**config.mk**
```make
export PLATFORM = sky130hd
export DESIGN_NAME = qspi_ctrl_top
export DESIGN_NICKNAME = d
export VERILOG_FILES = /design/src/rtl/qspi_pkg.sv /design/src/rtl/qspi_req_if.sv /design/src/rtl/qspi_host_front.sv /design/src/rtl/qspi_req_queue.sv /design/src/rtl/qspi_sequencer.sv /design/src/rtl/qspi_cfg_regs.sv /design/src/rtl/qspi_ctrl_top.sv
export SDC_FILE = /design/constraint.sdc
export NUM_CORES = 1
export LEC_CHECK = 0
export BUFFER_PORTS_ARGS = -buffer_cell sky130_fd_sc_hd__buf_2
export CAP_MARGIN = 15
export CORE_MARGIN = 1.5
export CORE_UTILIZATION = 30
export DETAILED_ROUTE_END_ITERATION = 16
export PLACE_DENSITY = 0.44
export SYNTH_ARGS = -nofsm -noshare
export SYNTH_HDL_FRONTEND = slang
export SYNTH_HIERARCHICAL = 1
export SYNTH_SLANG_ARGS = --single-unit
```
**constraint.sdc**
```tcl
create_clock -name clk -period 5.6 [get_ports clk]
set_input_delay 0.84 -clock clk [delete_from_list [all_inputs] [get_ports clk]]
set_output_delay 0.84 -clock clk [all_outputs]
set_load 0.03 [all_outputs]
```
**src/rtl/qspi_pkg.sv**
```systemverilog
// ~~~~~~~~~~~~~~~~~~~~~~~~~~~~~~
// types and constants shared by the quad-SPI controller blocks
// referenced as qspi_pkg::name, never imported
// ~~~~~~~~~~~~~~~~~~~~~~~~~~~~~~
package qspi_pkg;

	typedef enum logic {
		op_read,
		op_write
	} qspi_op_e;

	typedef enum logic [1:0] {
		sz_byte,
		sz_half,
		sz_word
	} qspi_size_e;

	// 61 bits, one pending host access
	typedef struct packed {
		qspi_op_e   op;
		qspi_size_e size;
		logic [25:0] adr;
		logic [31:0] wdata;
	} qspi_req_t;

	typedef enum logic [2:0] {
		st_idle,
		st_cmd,
		st_adr,
		st_wdat,
		st_rwait,
		st_rdat
	} seq_state_e;

	localparam logic [7:0] cmd_fread_quad = 8'hEB;
	localparam logic [7:0] cmd_write_quad = 8'h38;

	// word offsets on the io bus
	localparam logic [13:0] reg_latency0 = 14'h3D00;
	localparam logic [13:0] reg_latency1 = 14'h3D01;
	localparam logic [13:0] reg_latency2 = 14'h3D02;
	localparam logic [13:0] reg_sckdiv   = 14'h3D03;

	localparam logic [9:0] sckdiv_default = 10'd3;

endpackage

```
**src/rtl/qspi_req_if.sv**
```systemverilog
// ~~~~~~~~~~~~~~~~~~~~~~~~~~~~~~
// request link between front end, queue and sequencer
// valid and req travel forward, take comes back
// ~~~~~~~~~~~~~~~~~~~~~~~~~~~~~~
`timescale 1ns/100ps

interface qspi_req_if;

	wire valid;
	wire take;
	wire qspi_pkg::qspi_req_t req;

	modport producer (
		output valid,
		output req,
		input  take
	);

	// the queue faces a producer on one link and a consumer on the other
	modport buffer (
		inout valid,
		inout req,
		inout take
	);

	modport consumer (
		input  valid,
		input  req,
		output take
	);

endinterface

```
**src/rtl/qspi_host_front.sv**
```systemverilog
// ~~~~~~~~~~~~~~~~~~~~~~~~~~~~~~
// host side of the controller
// turns read/write strobes into queued requests and
// formats read completions back into host byte order
// ~~~~~~~~~~~~~~~~~~~~~~~~~~~~~~
`timescale 1ns/100ps

module qspi_host_front #(
	parameter int QUEUE_DEPTH = 4
) (
	input  logic clk,
	input  logic rst_n,
	input  logic read_req,
	input  logic read_w,
	input  logic read_hw,
	input  logic [31:0] read_adr,
	input  logic write_req,
	input  logic write_w,
	input  logic write_hw,
	input  logic [31:0] write_adr,
	input  logic [31:0] write_data,
	input  logic [31:0] rdata_raw,
	input  logic done_read,
	input  logic done_write,
	output logic read_valid,
	output logic [31:0] read_data,
	output logic write_finish,
	qspi_req_if.producer req_out
);

	// one extra slot for the read that is already on the bus
	localparam int SIZE_DEPTH = QUEUE_DEPTH + 1;
	localparam int SW = $clog2(SIZE_DEPTH);

	logic req_valid;
	qspi_pkg::qspi_req_t req_q;
	qspi_pkg::qspi_req_t req_pre;
	qspi_pkg::qspi_size_e size_mem [SIZE_DEPTH];
	logic [SW-1:0] size_wr_ptr;
	logic [SW-1:0] size_rd_ptr;
	qspi_pkg::qspi_size_e size_head;
	logic size_push;

	// read has priority when both strobes arrive together
	always_comb begin
		if (read_req) begin
			req_pre.op = qspi_pkg::op_read;
			req_pre.size = read_w ? qspi_pkg::sz_word :
			               read_hw ? qspi_pkg::sz_half : qspi_pkg::sz_byte;
			req_pre.adr = read_adr[25:0];
		end else begin
			req_pre.op = qspi_pkg::op_write;
			req_pre.size = write_w ? qspi_pkg::sz_word :
			               write_hw ? qspi_pkg::sz_half : qspi_pkg::sz_byte;
			req_pre.adr = write_adr[25:0];
		end
		req_pre.wdata = write_data;
	end

	always_ff @(posedge clk or negedge rst_n) begin
		if (!rst_n) begin
			req_valid <= 1'b0;
		end else begin
			req_valid <= read_req | write_req;
		end
	end

	always_ff @(posedge clk) begin
		if (read_req | write_req) begin
			req_q <= req_pre;
		end
	end

	assign req_out.valid = req_valid;
	assign req_out.req = req_q;

	// sizes of accepted reads, in issue order
	assign size_push = req_out.take & (req_q.op == qspi_pkg::op_read);

	always_ff @(posedge clk) begin
		if (size_push) begin
			size_mem[size_wr_ptr] <= req_q.size;
		end
	end

	always_ff @(posedge clk or negedge rst_n) begin
		if (!rst_n) begin
			size_wr_ptr <= '0;
			size_rd_ptr <= '0;
		end else begin
			if (size_push) begin
				size_wr_ptr <= (size_wr_ptr == SW'(SIZE_DEPTH - 1)) ? '0 : size_wr_ptr + 1'b1;
			end
			if (done_read) begin
				size_rd_ptr <= (size_rd_ptr == SW'(SIZE_DEPTH - 1)) ? '0 : size_rd_ptr + 1'b1;
			end
		end
	end

	assign size_head = size_mem[size_rd_ptr];

	// first byte on the wire lands in the top byte of rdata_raw
	always_comb begin
		case (size_head)
			qspi_pkg::sz_word: read_data = {rdata_raw[7:0], rdata_raw[15:8],
			                                rdata_raw[23:16], rdata_raw[31:24]};
			qspi_pkg::sz_half: read_data = {16'd0, rdata_raw[7:0], rdata_raw[15:8]};
			default:           read_data = {24'd0, rdata_raw[7:0]};
		endcase
	end

	assign read_valid = done_read;
	assign write_finish = done_write;

endmodule

```
**src/rtl/qspi_req_queue.sv**
```systemverilog
// ~~~~~~~~~~~~~~~~~~~~~~~~~~~~~~
// circular FIFO of pending requests
// head is offered whenever the FIFO holds an entry
// ~~~~~~~~~~~~~~~~~~~~~~~~~~~~~~
`timescale 1ns/100ps

module qspi_req_queue #(
	parameter int QUEUE_DEPTH = 4
) (
	input  logic clk,
	input  logic rst_n,
	qspi_req_if.buffer push_side,
	qspi_req_if.buffer pop_side,
	output logic full
);

	localparam int AW = $clog2(QUEUE_DEPTH);
	localparam int CW = $clog2(QUEUE_DEPTH + 1);

	qspi_pkg::qspi_req_t mem [QUEUE_DEPTH];
	logic [AW-1:0] wr_ptr;
	logic [AW-1:0] rd_ptr;
	logic [CW-1:0] count;
	logic push;
	logic pop;
	logic not_empty;

	assign not_empty = (count != '0);
	assign full = (count == CW'(QUEUE_DEPTH));

	// a strobe while full is a host error and is not stored
	assign push = push_side.valid & ~full;
	assign pop = pop_side.take & not_empty;

	assign push_side.take = push;
	assign pop_side.valid = not_empty;
	assign pop_side.req = mem[rd_ptr];

	always_ff @(posedge clk) begin
		if (push) begin
			mem[wr_ptr] <= push_side.req;
		end
	end

	always_ff @(posedge clk or negedge rst_n) begin
		if (!rst_n) begin
			wr_ptr <= '0;
			rd_ptr <= '0;
			count <= '0;
		end else begin
			if (push) begin
				wr_ptr <= (wr_ptr == AW'(QUEUE_DEPTH - 1)) ? '0 : wr_ptr + 1'b1;
			end
			if (pop) begin
				rd_ptr <= (rd_ptr == AW'(QUEUE_DEPTH - 1)) ? '0 : rd_ptr + 1'b1;
			end
			case ({push, pop})
				2'b10:   count <= count + 1'b1;
				2'b01:   count <= count - 1'b1;
				default: count <= count;
			endcase
		end
	end

endmodule

```
**src/rtl/qspi_sequencer.sv**
```systemverilog
// ~~~~~~~~~~~~~~~~~~~~~~~~~~~~~~
// quad-SPI bus sequencer
// runs one request at a time: command, address, then
// write nibbles or wait cycles and read nibbles
// ~~~~~~~~~~~~~~~~~~~~~~~~~~~~~~
`timescale 1ns/100ps

module qspi_sequencer (
	input  logic clk,
	input  logic rst_n,
	qspi_req_if.consumer req_in,
	input  logic [3:0] latency0,
	input  logic [3:0] latency1,
	input  logic [3:0] latency2,
	input  logic [9:0] sck_div,
	output logic sck,
	output logic [2:0] ce_n,
	output logic [3:0] sio_out,
	output logic sio_oe,
	input  logic [3:0] sio_in,
	output logic [31:0] rdata_raw,
	output logic done_read,
	output logic done_write
);

	logic [9:0] sck_cntr;
	logic half_sck;
	logic fall_tick;
	logic [3:0] sio_mt0;
	logic [3:0] sio_mt1;
	logic [3:0] sio_sync;
	logic take_req;
	logic busy;
	qspi_pkg::qspi_req_t cur;
	qspi_pkg::seq_state_e state;
	qspi_pkg::seq_state_e next_state;
	logic [3:0] cnt;
	logic [3:0] cnt_load;
	logic cnt_zero;
	logic [3:0] latency_sel;
	logic read_data_end;
	logic write_data_end;
	logic [7:0] cmd_byte;
	logic [31:0] ext_wdata;
	logic [3:0] sio_out_pre;
	logic sio_oe_pre;
	logic [31:0] word_data;

	// nibble count minus one for each access size
	function automatic logic [3:0] nib_len(input qspi_pkg::qspi_size_e sz);
		case (sz)
			qspi_pkg::sz_word: nib_len = 4'd7;
			qspi_pkg::sz_half: nib_len = 4'd3;
			default:           nib_len = 4'd1;
		endcase
	endfunction

	// half period of sck is sck_div+1 clocks
	assign half_sck = (sck_cntr >= sck_div);

	always_ff @(posedge clk or negedge rst_n) begin
		if (!rst_n) begin
			sck_cntr <= 10'd0;
			sck <= 1'b1;
		end else if (half_sck) begin
			sck_cntr <= 10'd0;
			sck <= ~sck;
		end else begin
			sck_cntr <= sck_cntr + 10'd1;
		end
	end

	// sck falls on the same clock edge as the state update
	assign fall_tick = half_sck & sck;

	always_ff @(posedge clk or negedge rst_n) begin
		if (!rst_n) begin
			sio_mt0 <= 4'h0;
			sio_mt1 <= 4'h0;
			sio_sync <= 4'h0;
		end else begin
			sio_mt0 <= sio_in;
			sio_mt1 <= sio_mt0;
			sio_sync <= sio_mt1;
		end
	end

	assign take_req = (state == qspi_pkg::st_idle) & ~busy & req_in.valid;
	assign req_in.take = take_req;

	always_ff @(posedge clk or negedge rst_n) begin
		if (!rst_n) begin
			busy <= 1'b0;
		end else if (take_req) begin
			busy <= 1'b1;
		end else if (read_data_end | write_data_end) begin
			busy <= 1'b0;
		end
	end

	always_ff @(posedge clk) begin
		if (take_req) begin
			cur <= req_in.req;
		end
	end

	always_comb begin
		case (cur.adr[25:24])
			2'd1:    latency_sel = latency1;
			2'd2:    latency_sel = latency2;
			default: latency_sel = latency0;
		endcase
	end

	assign cnt_zero = (cnt == 4'd0);

	always_comb begin
		next_state = state;
		case (state)
			qspi_pkg::st_idle:
				if (busy) next_state = qspi_pkg::st_cmd;
			qspi_pkg::st_cmd:
				if (cnt_zero) next_state = qspi_pkg::st_adr;
			qspi_pkg::st_adr:
				if (cnt_zero) begin
					next_state = (cur.op == qspi_pkg::op_read) ? qspi_pkg::st_rwait :
					                                             qspi_pkg::st_wdat;
				end
			qspi_pkg::st_wdat:
				if (cnt_zero) next_state = qspi_pkg::st_idle;
			qspi_pkg::st_rwait:
				if (cnt_zero) next_state = qspi_pkg::st_rdat;
			qspi_pkg::st_rdat:
				if (cnt_zero) next_state = qspi_pkg::st_idle;
			default:
				next_state = qspi_pkg::st_idle;
		endcase
	end

	// wait phase lasts latency+1 sck cycles
	always_comb begin
		case (next_state)
			qspi_pkg::st_cmd:   cnt_load = 4'd7;
			qspi_pkg::st_adr:   cnt_load = 4'd5;
			qspi_pkg::st_wdat:  cnt_load = nib_len(cur.size);
			qspi_pkg::st_rwait: cnt_load = latency_sel;
			qspi_pkg::st_rdat:  cnt_load = nib_len(cur.size);
			default:            cnt_load = 4'd0;
		endcase
	end

	always_ff @(posedge clk or negedge rst_n) begin
		if (!rst_n) begin
			state <= qspi_pkg::st_idle;
			cnt <= 4'd0;
		end else if (fall_tick) begin
			state <= next_state;
			if (next_state != state) begin
				cnt <= cnt_load;
			end else if (!cnt_zero) begin
				cnt <= cnt - 4'd1;
			end
		end
	end

	assign write_data_end = fall_tick & (state == qspi_pkg::st_wdat) & cnt_zero;
	assign read_data_end = fall_tick & (state == qspi_pkg::st_rdat) & cnt_zero;

	assign cmd_byte = (cur.op == qspi_pkg::op_read) ? qspi_pkg::cmd_fread_quad :
	                                                  qspi_pkg::cmd_write_quad;

	// data left aligned so that the nibble pick is the same for every size
	always_comb begin
		case (cur.size)
			qspi_pkg::sz_word: ext_wdata = cur.wdata;
			qspi_pkg::sz_half: ext_wdata = {cur.wdata[15:0], 16'd0};
			default:           ext_wdata = {cur.wdata[7:0], 24'd0};
		endcase
	end

	// low byte first, high nibble of each byte first
	always_comb begin
		case (state)
			qspi_pkg::st_cmd:  sio_out_pre = {3'b000, cmd_byte[cnt[2:0]]};
			qspi_pkg::st_adr:  sio_out_pre = cur.adr[{cnt[2:0], 2'b00} +: 4];
			qspi_pkg::st_wdat: sio_out_pre = ext_wdata[{~cnt[2:1], cnt[0], 2'b00} +: 4];
			default:           sio_out_pre = 4'h0;
		endcase
	end

	assign sio_oe_pre = (state == qspi_pkg::st_cmd) | (state == qspi_pkg::st_adr) |
	                    (state == qspi_pkg::st_wdat);

	always_ff @(posedge clk or negedge rst_n) begin
		if (!rst_n) begin
			sio_out <= 4'h0;
			sio_oe <= 1'b0;
			ce_n <= 3'b111;
		end else begin
			sio_out <= sio_out_pre;
			sio_oe <= sio_oe_pre;
			// chip 3 selects nothing
			ce_n <= (state == qspi_pkg::st_idle) ? 3'b111 : ~(3'b001 << cur.adr[25:24]);
		end
	end

	// synchronizer lags three clocks, so the value at the rising edge
	// is captured on the falling tick that closes the nibble
	always_ff @(posedge clk) begin
		if (fall_tick) begin
			if ((state == qspi_pkg::st_rwait) && cnt_zero) begin
				word_data <= 32'd0;
			end else if (state == qspi_pkg::st_rdat) begin
				word_data <= {word_data[27:0], sio_sync};
			end
		end
	end

	assign rdata_raw = word_data;

	// one clock after the last nibble is in
	always_ff @(posedge clk or negedge rst_n) begin
		if (!rst_n) begin
			done_read <= 1'b0;
			done_write <= 1'b0;
		end else begin
			done_read <= read_data_end;
			done_write <= write_data_end;
		end
	end

endmodule

```
**src/rtl/qspi_cfg_regs.sv**
```systemverilog
// ~~~~~~~~~~~~~~~~~~~~~~~~~~~~~~
// read latency and sck divider registers on the io bus
// read data comes one cycle after io_radr_en
// ~~~~~~~~~~~~~~~~~~~~~~~~~~~~~~
`timescale 1ns/100ps

module qspi_cfg_regs (
	input  logic clk,
	input  logic rst_n,
	input  logic [1:0] init_latency,
	input  logic io_we,
	input  logic [15:2] io_wadr,
	input  logic [31:0] io_wdata,
	input  logic [15:2] io_radr,
	input  logic io_radr_en,
	input  logic [31:0] io_rdata_in,
	output logic [31:0] io_rdata,
	output logic [3:0] latency0,
	output logic [3:0] latency1,
	output logic [3:0] latency2,
	output logic [9:0] sck_div
);

	logic [3:0] init_value;
	logic [1:0] init_pipe;
	logic init_load;
	logic [3:0] we_dec;
	logic [3:0] re_dec;
	logic [3:0] re_dly;

	// strap code 0..3 gives 7, 8, 9, 6
	always_comb begin
		case (init_latency)
			2'd0:    init_value = 4'd7;
			2'd1:    init_value = 4'd8;
			2'd2:    init_value = 4'd9;
			default: init_value = 4'd6;
		endcase
	end

	always_ff @(posedge clk or negedge rst_n) begin
		if (!rst_n) begin
			init_pipe <= 2'b11;
		end else begin
			init_pipe <= {init_pipe[0], 1'b0};
		end
	end

	assign init_load = init_pipe[1];

	assign we_dec = {io_we & (io_wadr == qspi_pkg::reg_sckdiv),
	                 io_we & (io_wadr == qspi_pkg::reg_latency2),
	                 io_we & (io_wadr == qspi_pkg::reg_latency1),
	                 io_we & (io_wadr == qspi_pkg::reg_latency0)};

	assign re_dec = {io_radr_en & (io_radr == qspi_pkg::reg_sckdiv),
	                 io_radr_en & (io_radr == qspi_pkg::reg_latency2),
	                 io_radr_en & (io_radr == qspi_pkg::reg_latency1),
	                 io_radr_en & (io_radr == qspi_pkg::reg_latency0)};

	always_ff @(posedge clk or negedge rst_n) begin
		if (!rst_n) begin
			latency0 <= 4'd0;
			latency1 <= 4'd0;
			latency2 <= 4'd0;
		end else if (init_load) begin
			latency0 <= init_value;
			latency1 <= init_value;
			latency2 <= init_value;
		end else begin
			if (we_dec[0]) latency0 <= io_wdata[3:0];
			if (we_dec[1]) latency1 <= io_wdata[3:0];
			if (we_dec[2]) latency2 <= io_wdata[3:0];
		end
	end

	always_ff @(posedge clk or negedge rst_n) begin
		if (!rst_n) begin
			sck_div <= qspi_pkg::sckdiv_default;
		end else if (we_dec[3]) begin
			sck_div <= io_wdata[9:0];
		end
	end

	always_ff @(posedge clk or negedge rst_n) begin
		if (!rst_n) begin
			re_dly <= 4'b0000;
		end else begin
			re_dly <= re_dec;
		end
	end

	// other devices on the chain answer through io_rdata_in
	assign io_rdata = re_dly[0] ? {28'd0, latency0} :
	                  re_dly[1] ? {28'd0, latency1} :
	                  re_dly[2] ? {28'd0, latency2} :
	                  re_dly[3] ? {22'd0, sck_div} : io_rdata_in;

endmodule

```
**src/rtl/qspi_ctrl_top.sv**
```systemverilog
// ~~~~~~~~~~~~~~~~~~~~~~~~~~~~~~
// quad-SPI memory controller top
// host strobes, io register bus and split sio pins
// ~~~~~~~~~~~~~~~~~~~~~~~~~~~~~~
`timescale 1ns/100ps

module qspi_ctrl_top #(
	parameter int QUEUE_DEPTH = 4
) (
	input  logic clk,
	input  logic rst_n,
	input  logic [1:0] init_latency,
	input  logic read_req,
	input  logic read_w,
	input  logic read_hw,
	input  logic [31:0] read_adr,
	output logic read_valid,
	output logic [31:0] read_data,
	input  logic write_req,
	input  logic write_w,
	input  logic write_hw,
	input  logic [31:0] write_adr,
	input  logic [31:0] write_data,
	output logic write_finish,
	output logic queue_full,
	input  logic io_we,
	input  logic [15:2] io_wadr,
	input  logic [31:0] io_wdata,
	input  logic [15:2] io_radr,
	input  logic io_radr_en,
	input  logic [31:0] io_rdata_in,
	output logic [31:0] io_rdata,
	output logic sck,
	output logic [2:0] ce_n,
	output logic [3:0] sio_out,
	output logic sio_oe,
	input  logic [3:0] sio_in
);

	logic [31:0] rdata_raw;
	logic done_read;
	logic done_write;
	logic [3:0] latency0;
	logic [3:0] latency1;
	logic [3:0] latency2;
	logic [9:0] sck_div;

	qspi_req_if front_if ();
	qspi_req_if seq_if ();

	qspi_host_front #(.QUEUE_DEPTH(QUEUE_DEPTH)) u_front (
		.clk(clk), .rst_n(rst_n),
		.read_req(read_req), .read_w(read_w), .read_hw(read_hw), .read_adr(read_adr),
		.write_req(write_req), .write_w(write_w), .write_hw(write_hw),
		.write_adr(write_adr), .write_data(write_data),
		.rdata_raw(rdata_raw), .done_read(done_read), .done_write(done_write),
		.read_valid(read_valid), .read_data(read_data), .write_finish(write_finish),
		.req_out(front_if.producer)
	);

	qspi_req_queue #(.QUEUE_DEPTH(QUEUE_DEPTH)) u_queue (
		.clk(clk), .rst_n(rst_n),
		.push_side(front_if.buffer),
		.pop_side(seq_if.buffer),
		.full(queue_full)
	);

	qspi_sequencer u_seq (
		.clk(clk), .rst_n(rst_n),
		.req_in(seq_if.consumer),
		.latency0(latency0), .latency1(latency1), .latency2(latency2),
		.sck_div(sck_div),
		.sck(sck), .ce_n(ce_n), .sio_out(sio_out), .sio_oe(sio_oe), .sio_in(sio_in),
		.rdata_raw(rdata_raw), .done_read(done_read), .done_write(done_write)
	);

	qspi_cfg_regs u_cfg (
		.clk(clk), .rst_n(rst_n), .init_latency(init_latency),
		.io_we(io_we), .io_wadr(io_wadr), .io_wdata(io_wdata),
		.io_radr(io_radr), .io_radr_en(io_radr_en),
		.io_rdata_in(io_rdata_in), .io_rdata(io_rdata),
		.latency0(latency0), .latency1(latency1), .latency2(latency2),
		.sck_div(sck_div)
	);

endmodule

```
==> results.toml <==
[layout]
fin_util_pct = 36.0
syn_to_final_growth_pct = 19.2
antenna_cells = 0
fin_nets = 1677
design_area_um2 = 24100
drive_gt1_share_pct = 33.9
fillCellCount = 6380

[logic_synthesis]
synthArstFlopShare_pct = 16.9
synth_cells = 1180
synthesis.area_um2 = 20200
synth-edff-count = 408
yosysTopAreaCell = "edfxtp_1"
ys_types = 79
ys_warn_count = 6
ys_ff_latch = 491
avgSynthCellArea_um2 = 17.2
synth_flop_cell = "edfxtp_1"
yosysSeqAreaShare_pct = 70.8
synth.area.top_cells = "edfxtp_1 (61%), dfrtp_1 (9.3%), mux4_2 (7.2%)"
synth_top_area_share_pct = 60.5
syn_nets = 1417

[placement]
dp_hpwl_um = 28000
dp_slack_ps = 2330
dpl_cell_area_um2 = 22300
gp_congestion = 0.772
port_buffers = 245

[cts]
cts_setup_buffers = 0
cts_tree = "yes"
clock-sinks = 491
cts-root-buf = "clkbuf_16"
cts_max_level = 2
clk_pin_slew_ps = 60
ctsHoldBuffers = 0
cts_resized = 0
clk_latency_ps = 610
clk_path_buf_depth = 3
cts_buffers = 54

[power_and_ir_drop]
vdd_ir_drop_max_uv = 283
p_leak_nw = 8.82
powerDensity_nw_per_um2 = 466

[sta]
clock.fmax_ghz = 0.261
setup_viol = 0
tns_ps = 0
min_period_over_period_pct = 68.4
drv_slew = 0
final.setup_skew_ps = 22.5
finalHoldViolations = 0
setup_slack_ps = 1770
worst-slew-pin-transition_ps = 1060
holdWs_ps = 270
grt_setup_unrepaired = "no"
fin_crit_ps = 3830
slew-limit-headroom_pct = 29.3

[routing]
remaining_drc_errors = 0
wire_per_inst_um = 18.8
vias_per_cell = 4.60
ant_nets = 0
drt-initial-drc-count = 638
vias = 10829
wirelength_um = 44300
dr.pass1.iters = 5

[worst_setup_path]
reg2reg_depth = 7
rr_endpoint = "u_seq/cnt[1]"
crit_start = "u_front/size_rd_ptr[0]"
worst_setup_path_start_kind = "flip-flop"
end_kind = "output port"
regToRegSetupSlack_ps = 2520
endpoint = "read_data[18]"
worstPathRequired_ps = 4760
worstPathMaxFanout = 25
r2r-start = "u_seq/cnt[1]"
cp.arrival_ps = 2990
path_class = "reg2out"

[die]
die-area_um2 = 69100
dieWidth_um = 263
num_rows = 95
start_util_pct = 30.2
num_io_pins = 280
die-height_um = 263
core_area_um2 = 67000

[global_routing]
grt_first_pass_wirelength_um = 68600
first_global_vias = 11521
gr-total-overflow = 0
antenna_found_initial = 0
grt_max_degree = 64
grt_use_total_pct = 12.9

[hold_path]
hp-class = "in2async"

[flow_run]
drv_cap = 0

[status]
status = "finished, final reports clean"
==> how the worst min path moves through the flow <==
| stage | depth (start not counted) | end |
|---|---|---|
| 2_1_floorplan | 0 | u_seq/sio_mt1[0] |
| 3_3_place_gp | 0 | u_seq/sio_sync[0] |
| 3_5_place_dp | 0 | u_seq/sio_sync[1] |
| 4_1_cts | 1 | u_seq/sio_sync[1] |
| 5_1_grt | 1 | u_seq/sio_sync[1] |
| 6_report | 1 | u_seq/sio_sync[1] |
==> worst max-delay path, stage by stage (launching register included) <==
cell     delay (ps)
dfrtp_1         490
mux2i_1         230
nand2_1          90
and3_1          170
ha_1            590
nor2b_4         430
and2_1          190
buf_2           190
==> per-layer routing <==
| metal | vias to the layer above | track usage (%) | part of all wire [%] |
|---|---|---|---|
| met5 | - | 0 | 0 |
| met4 | 0 | 4.37 | 2.4 |
| met3 | 69 | 2.38 | 4.4 |
| met2 | 296 | 21.8 | 49 |
| met1 | 5390 | 16.7 | 44 |
| li1 | 5074 | - | - |
==> cell families (layout without fill, tap and decap cells) <==
family,count (synthesis),in the layout,share of synthesized area (%)
XOR/XNOR,12,12,0.519
adder cells (fa/ha/maj),33,33,2.08
other,1,1,0.0185
AND/OR/NAND/NOR,253,253,7.23
multiplexers,156,156,12.2
AO/OA/AOI/OAI,141,141,4.69
buffers and inverters,93,393,2.47
flip-flops,491,491,70.8
==> per-stage QoR <==
| stage | power (mW) | instances |
|---|---|---|
| floorplan | 7.01 | 1180 |
| global placement | 7.80 | 2257 |
| detailed placement | 7.84 | 2257 |
| CTS | 11.5 | 2353 |
| global route | 11.9 | 2353 |
| finish | 11.2 | 2353 |
==> registers in the layout (all words and copies together), names as in the netlist, 10 cells and up <==
signal	cells
u_cfg/sck_div	10
u_seq/rdata_raw	32
u_queue/mem	244
u_front/size_mem	10
u_seq/cur	61
u_front/req_out.req	61
u_seq/sck_cntr	10
==> report_power, final <==
part | leakage [nW] | internal, mW | total, mW | switching, mW
sequential | 4.83 | 4.89 | 5.42 | 0.533
clock | 0.871 | 2.14 | 3.57 | 1.42
combinational | 3.12 | 1.02 | 2.26 | 1.24
==> cell usage in the layout, fill, tap and decap left out, types with 32 or more instances in the layout <==
cell | netlist | layout
and2_1 | 71 | 70
nor2_1 | 58 | 56
inv_1 | 37 | 37
buf_2 | 18 | 244
edfxtp_1 | 408 | 408
o21ai_0 | 35 | 35
dfrtp_1 | 75 | 73
nand2_1 | 38 | 38
ha_1 | 32 | 32
mux4_2 | 65 | 65
clkbuf_16 | 0 | 55
mux2_2 | 60 | 60
==> final cells by class <==
type	count	area [um^2]	area share, %
inverter	40	150	0.622
clock inverter	26	358	1.48
clock buffer	70	1440	5.98
sequential	491	14300	59.5
multi-input combinational	596	5420	22.5
timing repair buffer	257	1320	5.47
tap	873	1090	4.53
==> Yosys cell counts, types with 25 or more instances <==
cell	n
a21oi_1	27
a22oi_1	25
and2_1	71
dfrtp_1	75
edfxtp_1	408
ha_1	32
inv_1	37
mux2_2	60
mux2i_1	28
mux4_2	65
nand2_1	38
nor2_1	58
o21ai_0	35
(Power assumes the default switching activity.)
